==> src/adam_cfg_pkg.sv <==
`default_nettype none

package adam_cfg_pkg;

    localparam int ADDR_WIDTH = 16;
    localparam int DATA_WIDTH = 32;
    localparam int OFFSET_WIDTH = 12;

    typedef logic [ADDR_WIDTH-1:0]   addr_t;
    typedef logic [DATA_WIDTH-1:0]   data_t;
    typedef logic [OFFSET_WIDTH-1:0] offset_t;

    // region select bits within the byte address
    localparam int REGION_MSB = 13;
    localparam int REGION_LSB = 12;

    typedef enum logic [1:0] {
        REG_SYSCFG = 2'd0,
        REG_LSPA   = 2'd1,
        REG_LSPB   = 2'd2,
        REG_NONE   = 2'd3
    } region_e;

    // peripheral register map
    localparam offset_t PER_COUNT   = 12'h000;
    localparam offset_t PER_COMPARE = 12'h004;
    localparam offset_t PER_CTRL    = 12'h008;
    localparam offset_t PER_IRQ     = 12'h00C;
    localparam offset_t PER_GPIO    = 12'h010;

    // syscfg register map
    localparam offset_t CFG_CTRL     = 12'h000;
    localparam offset_t CFG_STATUS   = 12'h004;
    localparam offset_t CFG_IRQ_PEND = 12'h008;
    localparam offset_t CFG_IRQ_EN   = 12'h00C;

endpackage

`default_nettype wire

==> src/adam_bus_pkg.sv <==
`default_nettype none

package adam_bus_pkg;

    import adam_cfg_pkg::*;

    // one-cycle request strobe, no handshake
    typedef struct packed {
        logic  valid;
        logic  write;
        addr_t addr;
        data_t wdata;
    } bus_req_t;

    // response comes back the cycle after the strobe
    typedef struct packed {
        logic  valid;
        data_t rdata;
    } bus_rsp_t;

    // syscfg to peripheral
    typedef struct packed {
        logic rst;
        logic pause_req;
    } periph_ctrl_t;

    // peripheral to syscfg
    typedef struct packed {
        logic pause_ack;
        logic irq;
    } periph_stat_t;

endpackage

`default_nettype wire

==> src/adam_fabric.sv <==
`timescale 1ns/10ps
`default_nettype none

module adam_fabric import adam_cfg_pkg::*, adam_bus_pkg::*; (
    input  logic     clk,
    input  logic     arst_n,

    input  bus_req_t req,
    output bus_rsp_t rsp,

    output bus_req_t syscfg_req,
    input  bus_rsp_t syscfg_rsp,

    output bus_req_t lspa_req,
    input  bus_rsp_t lspa_rsp,

    output bus_req_t lspb_req,
    input  bus_rsp_t lspb_rsp
);

    region_e req_region;
    region_e rsp_region_q;
    logic    none_valid_q;

    assign req_region = region_e'(req.addr[REGION_MSB:REGION_LSB]);

    // fan the request out, only the strobe is qualified
    always_comb begin
        syscfg_req = req;
        lspa_req   = req;
        lspb_req   = req;

        syscfg_req.valid = req.valid && (req_region == REG_SYSCFG);
        lspa_req.valid   = req.valid && (req_region == REG_LSPA);
        lspb_req.valid   = req.valid && (req_region == REG_LSPB);
    end

    // remember where the response will come from
    always_ff @(posedge clk or negedge arst_n) begin
        if (!arst_n) begin
            rsp_region_q <= REG_NONE;
            none_valid_q <= 1'b0;
        end
        else begin
            if (req.valid) begin
                rsp_region_q <= req_region;
            end
            // unmapped accesses are answered here
            none_valid_q <= req.valid && (req_region == REG_NONE);
        end
    end

    always_comb begin
        case (rsp_region_q)
            REG_SYSCFG: rsp = syscfg_rsp;
            REG_LSPA:   rsp = lspa_rsp;
            REG_LSPB:   rsp = lspb_rsp;
            default: begin
                rsp.valid = none_valid_q;
                rsp.rdata = '0;
            end
        endcase
    end

endmodule

`default_nettype wire

==> src/adam_periph.sv <==
`timescale 1ns/10ps
`default_nettype none

module adam_periph import adam_cfg_pkg::*, adam_bus_pkg::*; #(
    parameter int unsigned GPIO_WIDTH = 8
) (
    input  logic                  clk,
    input  logic                  arst_n,

    input  bus_req_t              req,
    output bus_rsp_t              rsp,

    input  periph_ctrl_t          ctrl,
    output periph_stat_t          stat,

    output logic [GPIO_WIDTH-1:0] gpio
);

    offset_t off;
    logic    wr_en;
    logic    running;
    logic    match;
    data_t   rdata;

    data_t                 count_q;
    data_t                 compare_q;
    logic                  enable_q;
    logic                  flag_q;
    logic [GPIO_WIDTH-1:0] gpio_q;
    logic                  pause_ack_q;

    logic  rsp_valid_q;
    data_t rsp_rdata_q;

    assign off = req.addr[OFFSET_WIDTH-1:0];

    assign wr_en = req.valid && req.write;

    // counter stops once the pause is acknowledged
    assign running = enable_q && !pause_ack_q;
    assign match   = running && (count_q == compare_q);

    // pause acknowledge one cycle behind the request
    always_ff @(posedge clk or negedge arst_n) begin
        if (!arst_n) begin
            pause_ack_q <= 1'b0;
        end
        else begin
            pause_ack_q <= ctrl.pause_req;
        end
    end

    always_ff @(posedge clk or negedge arst_n) begin
        if (!arst_n) begin
            count_q   <= '0;
            compare_q <= '0;
            enable_q  <= 1'b0;
            flag_q    <= 1'b0;
            gpio_q    <= '0;
        end
        // soft reset holds every register and drops writes
        else if (ctrl.rst) begin
            count_q   <= '0;
            compare_q <= '0;
            enable_q  <= 1'b0;
            flag_q    <= 1'b0;
            gpio_q    <= '0;
        end
        else begin
            if (match) begin
                count_q <= '0;
            end
            else if (running) begin
                count_q <= count_q + data_t'(1);
            end

            if (wr_en && (off == PER_COMPARE)) begin
                compare_q <= req.wdata;
            end
            if (wr_en && (off == PER_CTRL)) begin
                enable_q <= req.wdata[0];
            end
            if (wr_en && (off == PER_GPIO)) begin
                gpio_q <= req.wdata[GPIO_WIDTH-1:0];
            end

            // a new match wins over a clear in the same cycle
            if (match) begin
                flag_q <= 1'b1;
            end
            else if (wr_en && (off == PER_IRQ) && req.wdata[0]) begin
                flag_q <= 1'b0;
            end
        end
    end

    always_comb begin
        rdata = '0;
        if (!ctrl.rst) begin
            case (off)
                PER_COUNT:   rdata = count_q;
                PER_COMPARE: rdata = compare_q;
                PER_CTRL:    rdata[0] = enable_q;
                PER_IRQ:     rdata[0] = flag_q;
                PER_GPIO:    rdata[GPIO_WIDTH-1:0] = gpio_q;
                default:     rdata = '0;
            endcase
        end
    end

    // read data sampled before the write lands
    always_ff @(posedge clk or negedge arst_n) begin
        if (!arst_n) begin
            rsp_valid_q <= 1'b0;
        end
        else begin
            rsp_valid_q <= req.valid;
        end
    end

    always_ff @(posedge clk) begin
        if (req.valid) begin
            rsp_rdata_q <= rdata;
        end
    end

    assign rsp.valid      = rsp_valid_q;
    assign rsp.rdata      = rsp_rdata_q;
    assign stat.pause_ack = pause_ack_q;
    assign stat.irq       = flag_q;
    assign gpio           = gpio_q;

endmodule

`default_nettype wire

==> src/adam_syscfg.sv <==
`timescale 1ns/10ps
`default_nettype none

module adam_syscfg import adam_cfg_pkg::*, adam_bus_pkg::*; (
    input  logic         clk,
    input  logic         arst_n,

    input  bus_req_t     req,
    output bus_rsp_t     rsp,

    output periph_ctrl_t lspa_ctrl,
    input  periph_stat_t lspa_stat,

    output periph_ctrl_t lspb_ctrl,
    input  periph_stat_t lspb_stat,

    output logic         irq
);

    offset_t off;
    logic    wr_en;
    data_t   rdata;

    // bit 0/1 soft resets, bit 2/3 pause requests
    logic [3:0] ctrl_q;
    logic [1:0] irq_en_q;
    logic       irq_q;

    logic [1:0] pause_status;
    logic [1:0] irq_pend;

    logic  rsp_valid_q;
    data_t rsp_rdata_q;

    assign off   = req.addr[OFFSET_WIDTH-1:0];
    assign wr_en = req.valid && req.write;

    // live view of both peripherals
    assign pause_status = {lspb_stat.pause_ack, lspa_stat.pause_ack};
    assign irq_pend     = {lspb_stat.irq, lspa_stat.irq};

    always_ff @(posedge clk or negedge arst_n) begin
        if (!arst_n) begin
            ctrl_q   <= '0;
            irq_en_q <= '0;
        end
        else begin
            if (wr_en && (off == CFG_CTRL)) begin
                ctrl_q <= req.wdata[3:0];
            end
            if (wr_en && (off == CFG_IRQ_EN)) begin
                irq_en_q <= req.wdata[1:0];
            end
        end
    end

    assign lspa_ctrl.rst       = ctrl_q[0];
    assign lspb_ctrl.rst       = ctrl_q[1];
    assign lspa_ctrl.pause_req = ctrl_q[2];
    assign lspb_ctrl.pause_req = ctrl_q[3];

    // masked interrupt, one register stage
    always_ff @(posedge clk or negedge arst_n) begin
        if (!arst_n) begin
            irq_q <= 1'b0;
        end
        else begin
            irq_q <= |(irq_pend & irq_en_q);
        end
    end

    assign irq = irq_q;

    always_comb begin
        rdata = '0;
        case (off)
            CFG_CTRL:     rdata[3:0] = ctrl_q;
            CFG_STATUS:   rdata[1:0] = pause_status;
            CFG_IRQ_PEND: rdata[1:0] = irq_pend;
            CFG_IRQ_EN:   rdata[1:0] = irq_en_q;
            default:      rdata = '0;
        endcase
    end

    always_ff @(posedge clk or negedge arst_n) begin
        if (!arst_n) begin
            rsp_valid_q <= 1'b0;
        end
        else begin
            rsp_valid_q <= req.valid;
        end
    end

    // value from before a write in the same cycle
    always_ff @(posedge clk) begin
        if (req.valid) begin
            rsp_rdata_q <= rdata;
        end
    end

    assign rsp.valid = rsp_valid_q;
    assign rsp.rdata = rsp_rdata_q;

endmodule

`default_nettype wire

==> src/adam_lite.sv <==
`timescale 1ns/10ps
`default_nettype none

module adam_lite import adam_bus_pkg::*; #(
    parameter int unsigned GPIO_WIDTH = 8
) (
    input  logic                  clk,
    input  logic                  arst_n,

    input  bus_req_t              req,
    output bus_rsp_t              rsp,

    output logic [GPIO_WIDTH-1:0] lspa_gpio,
    output logic [GPIO_WIDTH-1:0] lspb_gpio,

    output logic                  irq
);

    bus_req_t syscfg_req;
    bus_rsp_t syscfg_rsp;
    bus_req_t lspa_req;
    bus_rsp_t lspa_rsp;
    bus_req_t lspb_req;
    bus_rsp_t lspb_rsp;

    periph_ctrl_t lspa_ctrl;
    periph_stat_t lspa_stat;
    periph_ctrl_t lspb_ctrl;
    periph_stat_t lspb_stat;

    adam_fabric adam_fabric (
        .clk        (clk),
        .arst_n     (arst_n),
        .req        (req),
        .rsp        (rsp),
        .syscfg_req (syscfg_req),
        .syscfg_rsp (syscfg_rsp),
        .lspa_req   (lspa_req),
        .lspa_rsp   (lspa_rsp),
        .lspb_req   (lspb_req),
        .lspb_rsp   (lspb_rsp)
    );

    // two identical peripheral blocks
    adam_periph #(
        .GPIO_WIDTH (GPIO_WIDTH)
    ) adam_periph_lspa (
        .clk    (clk),
        .arst_n (arst_n),
        .req    (lspa_req),
        .rsp    (lspa_rsp),
        .ctrl   (lspa_ctrl),
        .stat   (lspa_stat),
        .gpio   (lspa_gpio)
    );

    adam_periph #(
        .GPIO_WIDTH (GPIO_WIDTH)
    ) adam_periph_lspb (
        .clk    (clk),
        .arst_n (arst_n),
        .req    (lspb_req),
        .rsp    (lspb_rsp),
        .ctrl   (lspb_ctrl),
        .stat   (lspb_stat),
        .gpio   (lspb_gpio)
    );

    adam_syscfg adam_syscfg (
        .clk       (clk),
        .arst_n    (arst_n),
        .req       (syscfg_req),
        .rsp       (syscfg_rsp),
        .lspa_ctrl (lspa_ctrl),
        .lspa_stat (lspa_stat),
        .lspb_ctrl (lspb_ctrl),
        .lspb_stat (lspb_stat),
        .irq       (irq)
    );

endmodule

`default_nettype wire

==> config.mk <==
export PLATFORM = sky130hd
export DESIGN_NAME = adam_lite
export DESIGN_NICKNAME = d
export VERILOG_FILES = /design/src/adam_cfg_pkg.sv /design/src/adam_bus_pkg.sv /design/src/adam_fabric.sv /design/src/adam_periph.sv /design/src/adam_syscfg.sv /design/src/adam_lite.sv
export SDC_FILE = /design/constraint.sdc
export NUM_CORES = 1
export LEC_CHECK = 0
export BUFFER_PORTS_ARGS = -buffer_cell sky130_fd_sc_hd__clkbuf_2
export CORE_MARGIN = 2
export CORE_UTILIZATION = 60
export DETAILED_ROUTE_END_ITERATION = 6
export PLACE_DENSITY = 0.86
export SYNTH_ARGS = -nofsm -noshare
export SYNTH_HDL_FRONTEND = slang
export SYNTH_SLANG_ARGS = --single-unit
==> constraint.sdc <==
create_clock -name clk -period 2.65 [get_ports clk]
set_clock_uncertainty 0.2 [all_clocks]
set_input_delay 0.53 -clock clk [delete_from_list [all_inputs] [get_ports clk]]
set_output_delay 0.53 -clock clk [all_outputs]
set_load 0.05 [all_outputs]
==> impl_metrics.toml <==
[status]
status = "complete, but fails checks"
violations = "setup timing"

[routing]
ant_nets = 0
drt_wl_total_um = 35400
wl_per_cell_um = 24.7
viasPerCell = 6.78
vias = 9706
remaining_drc_errors = 0
drt_iter0_markers = 1208
dr.pass1.iters = 7

[floorplanning]
core.rowCount = 50
die_x_um = 142
die-height_um = 142
start_util_pct = 61.3
io_pins = 102
die_area_mm2 = 0.0202
core-area_mm2 = 0.0187

[run]
cap_violations = 0

[finish]
drive_gt1_share_pct = 24.0
antenna_cells = 0
nets = 1234
final_util_pct = 74.7
fill_cells = 1162
final_cell_area_mm2 = 0.0140
multi_input_area_mm2 = 0.00515
seqCellArea_mm2 = 0.00613
syn2layout_area_growth_pct = 21.9

[logic_synthesis]
ys.flop_type = "dfrtp_1"
synth_common_cells = "161 x dfrtp_1, 146 x nor2_1, 91 x a22o_1, 68 x edfxtp_1, 67 x xnor2_1"
synth_nets = 1108
async_flop_share_pct = 70.6
netlist_instances = 1054
synth.yosys.warnings = 0
yosysTopAreaCellShare_pct = 35.2
ys_seq_elements = 231
yosysSeqAreaShare_pct = 53.4
synth_area_leaders = "dfrtp_1 35%, edfxtp_1 18%, a22o_1 7.0%"
syn_area_mm2 = 0.0115
ys_types = 54
yosysMostFrequentCell = "dfrtp_1"
yosys.area.top_type = "dfrtp_1"
synth_area_per_cell_um2 = 10.9
synth_edf_count = 68

[critical_path]
cp_data_arrival_time_ns = 1.98
worstSetupStartpoint = "adam_fabric.rsp_region_q[0]"
setup.worst_path.class = "reg2out"
path_max_fanout = 8
crit_required_ns = 1.92
worstSetupEndpointType = "output pin"
reg2reg_from = "adam_periph_lspb.compare_q[1]"
setup.worst_path.start_class = "flop"

[clock_tree]
clk_path_buf_depth = 3
cts_made_buffers = 24
cts_tree = "done"
root_buffer = "clkbuf_16"
path_clk_slew_ns = 0.06
htreeDepth = 1
insertion_delay_ns = 0.53
clock_sinks = 231

[timing]
setup_viol = 24
finalHoldViolCount = 0
hold_ws_ns = 0.0675
maxSlewViolCount = 0
min_period_ns = 2.71
fmax_mhz = 368
finalWorstSetupSlack_ns = -0.0642
period_share_pct = 102
rsz0062_at_grt = "yes"
max_slew_margin_pct = 45.3
worst_pin_slew_ns = 0.818

[pwr]
power.total_mw = 7.86
p_sw_mw = 1.91
p_leak_nw = 5.55
comb_power_share_pct = 9.1
p_sw_share_pct = 24.3
p_per_area_mw_per_mm2 = 562
seqPwrFrac_pct = 47.2
internal_power_mw = 5.95
ir_worst_vdd_uv = 533
p_clk_share_pct = 43.7

[placement]
dpl.hpwl_um = 23300
pre_cts_slack_ns = -0.383
portBuffers = 99
place_area_mm2 = 0.0126
gp_congestion = 0.989

[grt]
antenna_found_initial = 0
grt_max_degree = 63
grt_usage_pct = 33.8
grt_pass1_wl_um = 52300
first_global_vias = 9277
grt_overflow = 0

[hold_path]
hp-start = "req[45]"
hold_path.class = "in2reg"
registers in the layout, summed over array words and instances, names as in the netlist, 2 cells and up:
register,flops
adam_syscfg.rsp_rdata_q,4
adam_periph_lspa.count_q,32
adam_periph_lspb.count_q,32
adam_periph_lspa.compare_q,32
adam_syscfg.irq_en_q,2
adam_fabric.rsp_region_q,2
adam_periph_lspa.gpio,8
adam_periph_lspb.rsp_rdata_q,32
adam_periph_lspb.gpio,8
adam_periph_lspa.rsp_rdata_q,32
adam_syscfg.ctrl_q,4
adam_periph_lspb.compare_q,32
what timing repair did:
action,4_1_cts,5_1_grt
buffers inserted,2,1
resized for setup,40,108
cloned,0,3
hold buffers,1,0
hold endpoints to repair,46,0
setup endpoints to repair,33,49
pin swaps,0,5
power by group through the flow:
| stage | Sequential (mW) | Combinational, mW | Clock (mW) |
|---|---|---|---|
| 2_1_floorplan | 3.77 | 0.288 | 0 |
| 3_3_place_gp | 3.78 | 0.521 | 0 |
| 3_5_place_dp | 3.78 | 0.526 | 0 |
| 4_1_cts | 3.71 | 0.578 | 3.41 |
| 5_1_grt | 3.71 | 0.734 | 3.56 |
| 6_report | 3.71 | 0.711 | 3.44 |
cell type report:
class                      instances  area share [%]
clock buffer                      29            4.80
tap                              234            2.10
inverter                          10           0.269
multi-input combinational        731            36.8
sequential                       231            43.8
timing repair buffer             182            11.3
clock inverter                    15           0.877
metal layers:
metal  wire length, um  up-vias  part of all wire [%]  track usage [%]
met2             16900      693                    48             54.6
met5                 0        -                     0                0
met4              1650        0                   4.7             13.3
met1             13200     4762                    37             46.4
li1                  -     4140                     -                -
met3              3610      111                    10             5.28
through the flow:
step | setup TNS [ns] | cells
3_3_place_gp | -42.94 | 1381
6_report | -0.733 | 1432
5_1_grt | -0.959 | 1432
2_1_floorplan | -23.76 | 1054
4_1_cts | -0.00137 | 1428
3_5_place_dp | -47.78 | 1381
worst paths after layout:
check                                                    end  slack [ns]  depth (start not counted)
worst min-delay path            adam_periph_lspa.rsp_valid_q        0.07                          2
worst max-delay path                                 rsp[29]       -0.06                          5
min in group asynchronous              adam_syscfg.ctrl_q[3]        0.32                          2
worst max register to register   adam_periph_lspb.count_q[5]        0.11                          6
worst min register to register  adam_periph_lspb.pause_ack_q        0.20                          0
max in group asynchronous        adam_fabric.rsp_region_q[1]        1.15                          3
cell families (layout without fill, tap and decap cells):
kind of cell | count (synthesis) | after routing | share of synthesized area [%]
xor gates and xnor gates | 98 | 98 | 7.49
and+or+nand+nor | 362 | 362 | 15.6
muxes | 37 | 37 | 3.64
AOI/OAI and AO/OA | 232 | 232 | 15.8
DFF | 231 | 231 | 53.4
buffers and inverters | 92 | 236 | 3.82
adders and majority gates | 2 | 2 | 0.218
worst max-delay path, stage by stage, from the launching register on:
cell,delay (ns)
dfstp_2,0.56
inv_2,0.05
nor2_4,0.27
clkbuf_16,0.25
a22o_4,0.16
buf_8,0.15
cells in the final DEF (no fill, tap or decap), drive strengths merged, types with 8 or more instances in the layout:
| cell | instances |
|---|---|
| nor4 | 15 |
| a22oi | 51 |
| a222oi | 16 |
| nand4 | 29 |
| o31ai | 8 |
| buf | 113 |
| clkbuf | 97 |
| clkinv | 12 |
| and3 | 8 |
| nor3 | 14 |
| xnor2 | 67 |
| nand3 | 40 |
| o21ai | 29 |
| a22o | 91 |
| nand2 | 66 |
| nor2 | 152 |
| dfrtp | 161 |
| edfxtp | 68 |
| xor2 | 31 |
| a21oi | 16 |
| inv | 10 |
| mux2i | 27 |
| o2bb2a | 8 |
| or3 | 8 |
No activity file was read; power rests on OpenSTA's default activity.
